## src/include/rd_config.svh

```systemverilog
`ifndef RD_CONFIG_SVH
`define RD_CONFIG_SVH

// upper bound of the dword address, bits RD_ADDR_W-1 down to 2 are carried
`define RD_ADDR_W 64

// pcie tag width, the allocator adds one generation bit on top
`define RD_TAG_W 5

// receive buffer holds 2**RD_BUFA_W dwords
`define RD_BUFA_W 9

// advertised completion space
`define RD_CPLH 8
`define RD_CPLD 64

// credit counter widths
`define RD_FCHB 8
`define RD_FCDB 12

`endif
```

## src/logic/rd_track_pkg.sv

```systemverilog
`include "rd_config.svh"

package rd_track_pkg;

    // tag table write from the allocator
    typedef struct packed {
        logic                  init;
        // msb is the generation bit
        logic [`RD_TAG_W:0]    tag;
        logic [9:0]            len;
        logic [6:2]            addr;
        logic [`RD_BUFA_W:0]   bufa;
    } alloc_t;

    // single cycle release strobes back to the allocator
    typedef struct packed {
        logic cplh;
        logic cpld;
        logic tag;
        logic data;
    } free_pulse_t;

    // amounts released by one completion
    typedef struct packed {
        logic [`RD_FCHB-1:0]   cplh;
        logic [`RD_FCDB-1:0]   cpld;
        logic [`RD_BUFA_W:0]   dw;
        logic                  tag_done;
    } free_cnt_t;

endpackage

```

## src/logic/pcie_tlp_pkg.sv

```systemverilog
`include "rd_config.svh"

package pcie_tlp_pkg;

    // read request from the local requester
    typedef struct packed {
        logic [`RD_ADDR_W-1:2] addr;
        // dword count where zero means 1024
        logic [9:0]            len;
    } rd_req_t;

    // memory read header towards the arbiter
    typedef struct packed {
        logic [`RD_ADDR_W-1:2] addr;
        logic [9:0]            len;
        logic [`RD_TAG_W-1:0]  tag;
        logic [3:0]            be_first;
        logic [3:0]            be_last;
    } rd_tlp_t;

    // completion strobe, one per rcb-split completion
    typedef struct packed {
        logic [`RD_TAG_W-1:0]  tag;
        // dwords carried by this completion
        logic [9:0]            len;
    } cpl_t;

endpackage

```

## src/logic/rd_outbound.sv

```systemverilog
module rd_outbound (
    input  logic                    clk,
    input  logic                    rst,
    input  logic                    req_valid,
    input  pcie_tlp_pkg::rd_req_t   req,
    output logic                    req_ready,
    output logic                    tlp_valid,
    output pcie_tlp_pkg::rd_tlp_t   tlp,
    input  logic                    tlp_ready,
    input  logic                    cpl_valid,
    input  pcie_tlp_pkg::cpl_t      cpl,
    output logic                    tlp_pending,
    input  logic                    dma_en,
    input  logic                    rcb
);
    import rd_track_pkg::*;

    logic        alloc_valid;
    alloc_t      alloc;
    logic        free_valid;
    free_cnt_t   free_cnt;
    free_pulse_t free_pulse;

    rd_alloc u_alloc (
        .clk         (clk),
        .rst         (rst),
        .req_valid   (req_valid),
        .req         (req),
        .req_ready   (req_ready),
        .tlp_valid   (tlp_valid),
        .tlp         (tlp),
        .tlp_ready   (tlp_ready),
        .alloc_valid (alloc_valid),
        .alloc       (alloc),
        .free        (free_pulse),
        .tlp_pending (tlp_pending),
        .dma_en      (dma_en),
        .rcb         (rcb)
    );

    rd_cpl_track u_cpl_track (
        .clk         (clk),
        .rst         (rst),
        .alloc_valid (alloc_valid),
        .alloc       (alloc),
        .cpl_valid   (cpl_valid),
        .cpl         (cpl),
        .free_valid  (free_valid),
        .free        (free_cnt)
    );

    rd_credit_return u_credit_return (
        .clk         (clk),
        .rst         (rst),
        .free_valid  (free_valid),
        .free        (free_cnt),
        .pulse       (free_pulse)
    );

endmodule

```

## src/logic/rd_credit_return.sv

```systemverilog
`include "rd_config.svh"

module rd_credit_return (
    input  logic                      clk,
    input  logic                      rst,
    input  logic                      free_valid,
    input  rd_track_pkg::free_cnt_t   free,
    output rd_track_pkg::free_pulse_t pulse
);
    // common counter width, data credits or dwords are the widest amounts
    localparam int CW = (`RD_FCDB > `RD_BUFA_W + 1) ? `RD_FCDB : `RD_BUFA_W + 1;

    logic [CW-1:0] amt [4];
    logic [3:0]    pv;

    // index order follows the pulse struct, cplh on top
    assign amt[3] = CW'(free.cplh);
    assign amt[2] = CW'(free.cpld);
    assign amt[1] = CW'(free.tag_done);
    assign amt[0] = CW'(free.dw);

    for (genvar i = 0; i < 4; i++) begin : g_cnt
        logic [CW-1:0] pend;
        logic [CW:0]   sum;

        assign pv[i] = (pend != '0);
        assign sum   = {1'b0, pend} + (free_valid ? {1'b0, amt[i]} : '0);

        // one release per cycle while anything is queued
        always_ff @(posedge clk) begin
            if (rst) begin
                pend <= '0;
            end else begin
                pend <= sum[CW-1:0] - CW'(pv[i]);
            end
        end

        a_no_overflow: assert property (@(posedge clk) disable iff (rst)
            !sum[CW]);
    end

    assign pulse = rd_track_pkg::free_pulse_t'(pv);

endmodule

```

## src/logic/rd_cpl_track.sv

```systemverilog
`include "rd_config.svh"

module rd_cpl_track (
    input  logic                    clk,
    input  logic                    rst,
    input  logic                    alloc_valid,
    input  rd_track_pkg::alloc_t    alloc,
    input  logic                    cpl_valid,
    input  pcie_tlp_pkg::cpl_t      cpl,
    output logic                    free_valid,
    output rd_track_pkg::free_cnt_t free
);
    localparam int TAG_W  = `RD_TAG_W;
    localparam int BUFA_W = `RD_BUFA_W;
    localparam int FCHB   = `RD_FCHB;
    localparam int FCDB   = `RD_FCDB;

    typedef struct packed {
        logic [10:0]     rem;
        logic [6:2]      addr;
    } entry_t;

    entry_t           entry_mem [2 ** (TAG_W + 1)];
    // generation of the read currently owning each pcie tag
    logic             gen_mem [2 ** TAG_W];

    entry_t           a_entry;
    entry_t           c_entry;
    logic             hit;
    logic             c_gen;
    logic [TAG_W:0]   c_idx;
    logic [10:0]      c_len;
    logic [11:0]      cpld_sum;

    assign a_entry.rem  = alloc.init ? 11'd0 :
                          (alloc.len == 10'd0) ? 11'd1024 : {1'b0, alloc.len};
    assign a_entry.addr = alloc.addr;

    // completion may land in the same cycle as its table write
    assign hit     = alloc_valid && (alloc.tag[TAG_W-1:0] == cpl.tag);
    assign c_gen   = hit ? alloc.tag[TAG_W] : gen_mem[cpl.tag];
    assign c_idx   = {c_gen, cpl.tag};
    assign c_entry = hit ? a_entry : entry_mem[c_idx];

    assign c_len    = {1'b0, cpl.len};
    assign cpld_sum = 12'(c_entry.addr[3:2]) + 12'(c_len) + 12'd3;

    always_ff @(posedge clk) begin
        if (alloc_valid) begin
            entry_mem[alloc.tag]            <= a_entry;
            gen_mem[alloc.tag[TAG_W-1:0]]   <= alloc.tag[TAG_W];
        end
        // advance overrides a same-cycle alloc of this entry
        if (cpl_valid) begin
            entry_mem[c_idx].rem  <= c_entry.rem - c_len;
            entry_mem[c_idx].addr <= c_entry.addr + c_len[4:0];
        end
    end

    always_ff @(posedge clk) begin
        if (rst) begin
            free_valid <= 1'b0;
        end else begin
            free_valid <= cpl_valid;
        end
    end

    always_ff @(posedge clk) begin
        if (cpl_valid) begin
            free.cplh     <= FCHB'(1);
            free.cpld     <= FCDB'(cpld_sum[11:2]);
            free.dw       <= (BUFA_W + 1)'(c_len);
            free.tag_done <= (c_entry.rem == c_len);
        end
    end

    a_cpl_len: assert property (@(posedge clk) disable iff (rst)
        cpl_valid |-> c_len <= c_entry.rem);

endmodule

```

## src/logic/rd_alloc.sv

```systemverilog
`include "rd_config.svh"

module rd_alloc (
    input  logic                      clk,
    input  logic                      rst,
    input  logic                      req_valid,
    input  pcie_tlp_pkg::rd_req_t     req,
    output logic                      req_ready,
    output logic                      tlp_valid,
    output pcie_tlp_pkg::rd_tlp_t     tlp,
    input  logic                      tlp_ready,
    output logic                      alloc_valid,
    output rd_track_pkg::alloc_t      alloc,
    input  rd_track_pkg::free_pulse_t free,
    output logic                      tlp_pending,
    input  logic                      dma_en,
    input  logic                      rcb
);
    import rd_track_pkg::*;

    localparam int ADDR_W = `RD_ADDR_W;
    localparam int TAG_W  = `RD_TAG_W;
    localparam int BUFA_W = `RD_BUFA_W;
    localparam int FCHB   = `RD_FCHB;
    localparam int FCDB   = `RD_FCDB;
    // wide enough that the sign bit of the buffer check is meaningful
    localparam int BSW    = (BUFA_W + 2 > 12) ? BUFA_W + 2 : 12;

    localparam logic [FCHB-1:0]   CPLH_INIT = FCHB'(`RD_CPLH);
    localparam logic [FCDB-1:0]   CPLD_INIT = FCDB'(`RD_CPLD);
    localparam logic [BUFA_W:0]   BUF_INIT  = (BUFA_W + 1)'(2 ** BUFA_W);

    logic              h_valid;
    logic              h_ready;
    logic              h_xfer;
    logic [ADDR_W-1:2] h_addr;
    logic [10:0]       h_len;
    logic [6:0]        h_cplh;
    logic [8:0]        h_cpld;

    logic [10:0]       req_len;
    logic [11:0]       cplh_pre;
    logic [11:0]       cpld_pre;

    logic [FCHB-1:0]   cplh_avail;
    logic [FCDB-1:0]   cpld_avail;
    logic [FCHB:0]     cplh_sub;
    logic [FCDB:0]     cpld_sub;

    logic [TAG_W:0]    tag;
    logic [TAG_W-1:0]  tag_cnt;
    logic              tag_init;
    logic              tag_max;

    logic [BUFA_W:0]   buf_avail;
    logic [BUFA_W:0]   buf_addr;
    logic [BSW-1:0]    buf_sub;

    alloc_t            a_next;
    alloc_t            a_q;
    logic              a_valid_q;

    assign req_len = (req.len == 10'd0) ? 11'd1024 : {1'b0, req.len};

    // rcb offset plus length, rounded up to whole rcbs or 16 byte units
    assign cplh_pre = rcb ? 12'(req.addr[6:2]) + 12'(req_len) + 12'd31
                          : 12'(req.addr[5:2]) + 12'(req_len) + 12'd15;
    assign cpld_pre = 12'(req.addr[3:2]) + 12'(req_len) + 12'd3;

    assign req_ready = !h_valid && dma_en;
    assign h_xfer    = h_valid && h_ready;

    always_ff @(posedge clk) begin
        if (rst) begin
            h_valid <= 1'b0;
        end else if (req_valid && req_ready) begin
            h_valid <= 1'b1;
        end else if (h_ready) begin
            h_valid <= 1'b0;
        end
    end

    always_ff @(posedge clk) begin
        if (req_valid && req_ready) begin
            h_addr <= req.addr;
            h_len  <= req_len;
            h_cplh <= rcb ? 7'(cplh_pre[11:5]) : 7'(cplh_pre[11:4]);
            h_cpld <= 9'(cpld_pre[11:2]);
        end
    end

    // completion credits, a borrow means not enough space
    assign cplh_sub = {1'b0, cplh_avail} - (FCHB + 1)'(h_cplh);
    assign cpld_sub = {1'b0, cpld_avail} - (FCDB + 1)'(h_cpld);
    assign buf_sub  = BSW'(buf_avail) - BSW'(h_len);

    always_ff @(posedge clk) begin
        if (rst) begin
            cplh_avail <= CPLH_INIT;
            cpld_avail <= CPLD_INIT;
            buf_avail  <= BUF_INIT;
            buf_addr   <= '0;
        end else begin
            cplh_avail <= (h_xfer ? cplh_sub[FCHB-1:0] : cplh_avail) + FCHB'(free.cplh);
            cpld_avail <= (h_xfer ? cpld_sub[FCDB-1:0] : cpld_avail) + FCDB'(free.cpld);
            buf_avail  <= (h_xfer ? buf_sub[BUFA_W:0] : buf_avail) + (BUFA_W + 1)'(free.data);
            if (h_xfer) begin
                buf_addr <= buf_addr + (BUFA_W + 1)'(h_len);
            end
        end
    end

    // tag counter walks every table entry once after reset
    assign tag_max = &tag_cnt;

    always_ff @(posedge clk) begin
        if (rst) begin
            tag      <= '0;
            tag_cnt  <= '0;
            tag_init <= 1'b1;
        end else begin
            if (tag_init && (&tag)) begin
                tag_init <= 1'b0;
            end
            if (tag_init || h_xfer) begin
                tag <= tag + 1'b1;
            end
            if (h_xfer && !free.tag) begin
                tag_cnt <= tag_cnt + 1'b1;
            end else if (!h_xfer && free.tag) begin
                tag_cnt <= tag_cnt - 1'b1;
            end
        end
    end

    assign h_ready = !tag_init && !tag_max && !tlp_valid &&
                     !cplh_sub[FCHB] && !cpld_sub[FCDB] && !buf_sub[BSW-1];

    assign a_next.init = tag_init;
    assign a_next.tag  = tag;
    assign a_next.len  = h_len[9:0];
    assign a_next.addr = h_addr[6:2];
    assign a_next.bufa = buf_addr;

    always_ff @(posedge clk) begin
        if (rst) begin
            a_valid_q   <= 1'b0;
            alloc_valid <= 1'b0;
            tlp_valid   <= 1'b0;
            tlp_pending <= 1'b0;
        end else begin
            // table write trails the header by one cycle
            a_valid_q   <= tag_init || h_xfer;
            alloc_valid <= a_valid_q;
            tlp_pending <= (tag_cnt != '0);
            if (tlp_ready) begin
                tlp_valid <= 1'b0;
            end
            if (h_xfer) begin
                tlp_valid <= 1'b1;
            end
        end
    end

    always_ff @(posedge clk) begin
        a_q   <= a_next;
        alloc <= a_q;
        if (h_xfer) begin
            tlp.addr     <= h_addr;
            tlp.len      <= h_len[9:0];
            tlp.tag      <= tag[TAG_W-1:0];
            tlp.be_first <= 4'hF;
            tlp.be_last  <= (h_len == 11'd1) ? 4'h0 : 4'hF;
        end
    end

    // returned credits never exceed what was advertised
    a_avail_bound: assert property (@(posedge clk) disable iff (rst)
        cplh_avail <= CPLH_INIT && cpld_avail <= CPLD_INIT && buf_avail <= BUF_INIT);

    a_tlp_hold: assert property (@(posedge clk) disable iff (rst)
        tlp_valid && !tlp_ready |=> tlp_valid);

endmodule

```

## config.mk

```make
export PLATFORM = sky130hd
export DESIGN_NAME = rd_outbound
export DESIGN_NICKNAME = d
export VERILOG_FILES = /design/src/logic/rd_track_pkg.sv /design/src/logic/pcie_tlp_pkg.sv /design/src/logic/rd_outbound.sv /design/src/logic/rd_credit_return.sv /design/src/logic/rd_cpl_track.sv /design/src/logic/rd_alloc.sv
export VERILOG_INCLUDE_DIRS = /design/src /design/src/include
export SDC_FILE = /design/constraint.sdc
export NUM_CORES = 2
export LEC_CHECK = 0
export BUFFER_PORTS_ARGS = -buffer_cell sky130_fd_sc_hd__buf_2
export CAP_MARGIN = 25
export CORE_ASPECT_RATIO = 0.9
export CORE_UTILIZATION = 45
export DETAILED_ROUTE_END_ITERATION = 6
export PLACE_DENSITY = 0.72
export SLEW_MARGIN = 40
export SYNTH_ARGS = -nofsm -noshare
export SYNTH_HDL_FRONTEND = slang
export SYNTH_HIERARCHICAL = 1
export SYNTH_SLANG_ARGS = --single-unit
export TNS_END_PERCENT = 30
```

## constraint.sdc

```tcl
create_clock -name clk -period 14.7 [get_ports clk]
set_clock_uncertainty 0.1 [all_clocks]
set_input_delay 0 -clock clk [delete_from_list [all_inputs] [get_ports clk]]
set_output_delay 0 -clock clk [all_outputs]
set_load 0.01 [all_outputs]
```

Word-level counts from Yosys, hierarchy flattened
Memories as Yosys holds them, arrays and structs flattened.
Index checks and enable logic that the tools add are counted.
- add/subtract/negate cells: 27
- multiply operators: 0
- divide/modulo/power cells: 0
- magnitude comparators: 0
- equality and inequality tests: 3
- shifts and indexed selects: 0
- mux-type cells: 25
- bitwise logic cells: 0
- reductions and logical operators: 34
- operator list (operator ; count):
    12-bit adder ; 4
    12-bit nonzero test ; 4
    12-bit by 1-bit subtractor with 12-bit output ; 4
    11-bit 2-to-1 mux ; 3
    10-bit 2-to-1 mux ; 3
    12-bit 2-to-1 mux ; 2
    10-bit logical NOT ; 2
    16-bit 2-to-1 mux ; 1
    12-bit by 9-bit subtractor with 13-bit output ; 1
    12-bit by 1-bit adder with 12-bit output ; 1
    12-bit by 2-bit adder with 12-bit output, second input constant ; 1
    12-bit by 4-bit adder with 12-bit output, second input constant ; 1
    12-bit by 5-bit adder with 12-bit output, second input constant ; 1
    4-bit by 11-bit adder with 12-bit output ; 1
    5-bit by 11-bit adder with 12-bit output ; 1
    1-bit logical AND ; 12
    10-bit by 11-bit subtractor with 12-bit output ; 1
    11-bit by 2-bit adder with 11-bit output, second input constant ; 1
    2-bit by 10-bit adder with 11-bit output ; 1
    2-bit by 11-bit adder with 11-bit output ; 1
    11-bit by 1-bit == test with 1-bit output, second input constant ; 1
    11-bit by 10-bit == test with 1-bit output ; 1
    1-bit 2-to-1 mux ; 11
    11-bit by 10-bit subtractor with 11-bit output ; 1
    other kinds (18) ; 29
- register bits after elaboration: 331
- latch bits: 0
- memory bits (writable): 1056
- memory bits (read-only): 0
- logic and storage cells: 126
- memories kept: 2
- memory list (name ; words ; bits a word ; read ports ; clocked after memory_dff ; write ports ; RTL line ; source):
    u_cpl_track.entry_mem ; 64 ; 16 ; 1 ; 0 ; 2 ; rd_cpl_track.sv:23 ; entry_t entry_mem [2 ** (TAG_W + 1)];
    u_cpl_track.gen_mem ; 32 ; 1 ; 1 ; 0 ; 1 ; rd_cpl_track.sv:25 ; logic gen_mem [2 ** TAG_W];

Logic depth before layout (Yosys ltp)
- depth after elaboration: 12
- gate-level depth with buffers: 27

Modules after synthesis
Netlist, hierarchy kept.
- modules (own cells, without submodules) (module ; instances ; cells each ; area each (um^2) ; seq. area each (um^2)):
    rd_cpl_track ; 1 ; 4284 ; 44750.4 ; 26565.5
    rd_alloc ; 1 ; 931 ; 11682.5 ; 7437.1
    rd_credit_return ; 1 ; 525 ; 4227.8 ; 960.9

Least setup slack after synthesis
Ideal clock, no wire load.
- kind: reg-to-reg
- start point: register, netlist name u_alloc/alloc[29]
- end point: memory u_cpl_track/entry_mem[19][15] in the netlist's numbering, data pin
- setup time: 0.271 ns
- arrival time: 4.981 ns
- path slack: 9.349 ns
- cell stages (with the launch flop): 23
- buffers on the path: 3
- clock period less this slack: 5.351 ns
- path through: dfxtp_1 clkbuf_1 xor2_1 nor3_2 nand3_1 a31oi_4 buf_6 nor2_1 a2111oi_1 a22o_1 ha_1 inv_1 fa_1 nand2_1 nand2_1 a211oi_1 a21oi_1 a221o_1 nor2_1 clkbuf_1 a21oi_1 o22ai_1 a21oi_1
- RTL lines (element ; RTL line):
    end: declaration ; rd_cpl_track.sv:23

==> results.py <==
metrics = {
    "place": {
        "place_congestion": 1.05,
        "hpwl_um": 137000,
        "dp_cells": 7189,
        "port_buffers": 177,
    },
    "global_route": {
        "use_met2_pct": 46.5,
        "antenna_found_initial": 5,
        "grt_util_met1_pct": 42.2,
        "grt_most_used_layer": "met2",
        "grt_pass1_vias": 45500,
        "grt_max_degree": 90,
        "use_met3_pct": 8.71,
        "grt_first_pass_wirelength_um": 310000,
        "gr-usage-all-layers_pct": 31.6,
        "grt-ovfl-total": 0,
    },
    "die": {
        "initial_core_util_pct": 45.3,
        "design.core.area_um2": 131000,
        "die_area_um2": 134000,
        "die-height_um": 347,
        "dieWidth_um": 385,
        "io_pins": 182,
        "placementRows": 126,
    },
    "sta": {
        "hold-worst-slack_ps": 46.9,
        "max_freq_mhz": 129,
        "relSlewSlack_pct": 33.3,
        "period_needed_ps": 7750,
        "maxSlewViolCount": 0,
        "tightestPinTransition_ps": 993,
        "fin_setup_tns_ps": 0,
        "hold_violations": 0,
        "rsz0062_at_grt": "no",
        "period_share_pct": 52.7,
        "setup_viol": 0,
    },
    "worst_setup_path": {
        "cp_max_fo": 45,
        "rr_endpoint": "u_cpl_track/entry_mem[24][15]",
        "critPathRequiredTime_ps": 15050,
        "regToRegSetupSlack_ps": 7280,
        "r2r-start": "u_alloc/alloc[26]",
        "end_kind": "flip-flop",
        "arrival_ps": 8100,
        "critical_path.slowest_cell": "buf_4",
        "worstSetupPathType": "input port to flip-flop",
        "startpoint_type": "input port",
        "r2r_cells": 21,
        "crit_path_max_incr_delay_ps": 760,
        "crit_chain": "buf_4 -> buf_4 -> buf_4 -> xor2_1 -> nor2_1 -> and3_1 -> buf_4 -> o21ai_2 -> nand3_1 -> a31oi_1 -> nor4_1 -> a22o_1 -> ha_2 -> inv_1 -> fa_2 -> nand2_1 -> nand2_1 -> a211oi_2 -> a21oi_1 -> a221o_1 -> and3_4 -> nor3_4 -> buf_4 -> a21oi_1",
        "crit_end": "u_cpl_track/entry_mem[24][15]",
        "crit_path_start": "cpl[12]",
        "critPathMostFrequentCell": "buf_4",
    },
    "cells_and_area": {
        "nets": 5997,
        "final_layout_size_suffix_gt1_share_pct": 13.9,
        "fin_cells": 7579,
        "final_util_pct": 51.8,
        "areaGrowthSynthToFinish_pct": 14.2,
        "layout_common_cells": "edfxtp_1, nand2_1, o21ai_0, o22ai_1, nor2_1",
        "final_common_cell": "edfxtp_1",
    },
    "power": {
        "ir_drop_v": 0.000124,
        "power_mw": 8.87,
        "p_leak_nw": 23.9,
        "power_density_nw_per_um2": 131,
    },
    "min_path": {
        "hold_class": "input port to flip-flop",
        "hold_depth": 2,
    },
    "detailed_routing": {
        "vias_per_cell": 6.43,
        "dr.pass1.iters": 7,
        "drc": 1,
        "vias": 48700,
        "ant_nets": 0,
        "post_drt_wl_per_cell_um": 28.6,
        "drt_iter0_drc": 7367,
        "wirelength_um": 216000,
    },
    "synth": {
        "synth_area_um2": 59500,
        "ys_warn_count": 6,
        "syn_inst": 5627,
        "postSynthAreaPerCell_um2": 10.6,
    },
    "clock_network": {
        "clockBufferDepth": 3,
        "post_cts_buffers": 0,
        "clk_pin_slew_ps": 60,
        "cts_root_buf": "clkbuf_16",
        "clkLatencyLatePin_ps": 800,
        "tritoncts": "yes",
        "htreeDepth": 3,
        "cts_buffers": 116,
        "numClockSinks": 1185,
    },
    "run_status": {
        "violations": "design-rule violations",
        "status": "finished with violations",
    },
    "run": {
        "cap_violations": 0,
    },
}
metrics by stage:
| stage | area (µm²) | setup WS, ps |
|---|---|---|
| finish | 67900 | 6950 |
| global placement | 61700 | 6480 |
| CTS | 67700 | 6970 |
| detailed placement | 62200 | 6220 |
| global route | 67900 | 6810 |
| floorplan | 59500 | 9350 |
worst min path at each step:
stage	startpoint	to	slack, ps
floorplan	rst	u_cpl_track/free_valid	-30
global placement	req[64]	u_alloc/h_addr[56]	80
detailed placement	req[51]	u_alloc/h_addr[43]	80
CTS	cpl[2]	u_cpl_track/free[3]	8
global route	cpl[7]	u_cpl_track/free[8]	40
finish	req[6]	u_alloc/h_len[6]	50
per-layer routing:
metal  wire, µm  up-vias
met4      13200       10
li1           -    20900
met3      31100      721
met1      79200    23300
met2      92900     3791
met5         61        -
power by group:
group	internal [mW]	switching [mW]
sequential	3.74	0.0621
clock	1.68	1.35
combinational	0.678	1.36
repair_timing:
item | 4_1_cts | 5_1_grt
hold endpoints to repair | 193 | 0
resized for setup | 0 | 0
hold buffers | 166 | 0
worst max-delay path, delay by kind of cell:
| family | cells | cell delay, ps |
|---|---|---|
| xor+xnor | 1 | 140 |
| compound gates | 7 | 2130 |
| simple gates | 8 | 2580 |
| buf+inv | 6 | 2550 |
| fa+ha+maj | 2 | 560 |
cell type report:
cell class / count / area, µm²
Multi-Input combinational cell: 3735 / 23000
Tap cell: 1728 / 2160
Fill cell: 11200 / 63300
Clock buffer: 140 / 3060
Inverter: 196 / 738
Sequential cell: 1185 / 34200
Antenna cell: 7 / 17.5
Timing Repair Buffer: 515 / 3960
Clock inverter: 73 / 736
state kept, by name (all words and copies together), names as in the netlist:
name                        cells
u_cpl_track/entry_mem         832
u_alloc/tlp                    78
u_alloc/h_addr                 62
u_credit_return/g_cnt.pend     48
u_cpl_track/gen_mem            32
u_cpl_track/free               20
u_alloc/a_q                    19
u_alloc/alloc                  19
u_alloc/cpld_avail             12
u_alloc/h_len                  11
u_alloc/buf_avail              10
u_alloc/h_cpld                  9
u_alloc/cplh_avail              8
u_alloc/h_cplh                  7
u_alloc/tag                     6
u_alloc/tag_cnt                 5
u_alloc/a_valid_q               1
u_alloc/alloc_valid             1
u_alloc/h_valid                 1
u_alloc/tag_init                1
u_alloc/tlp_pending             1
u_alloc/tlp_valid               1
u_cpl_track/free_valid          1
Power figures use the tool's default switching activity.
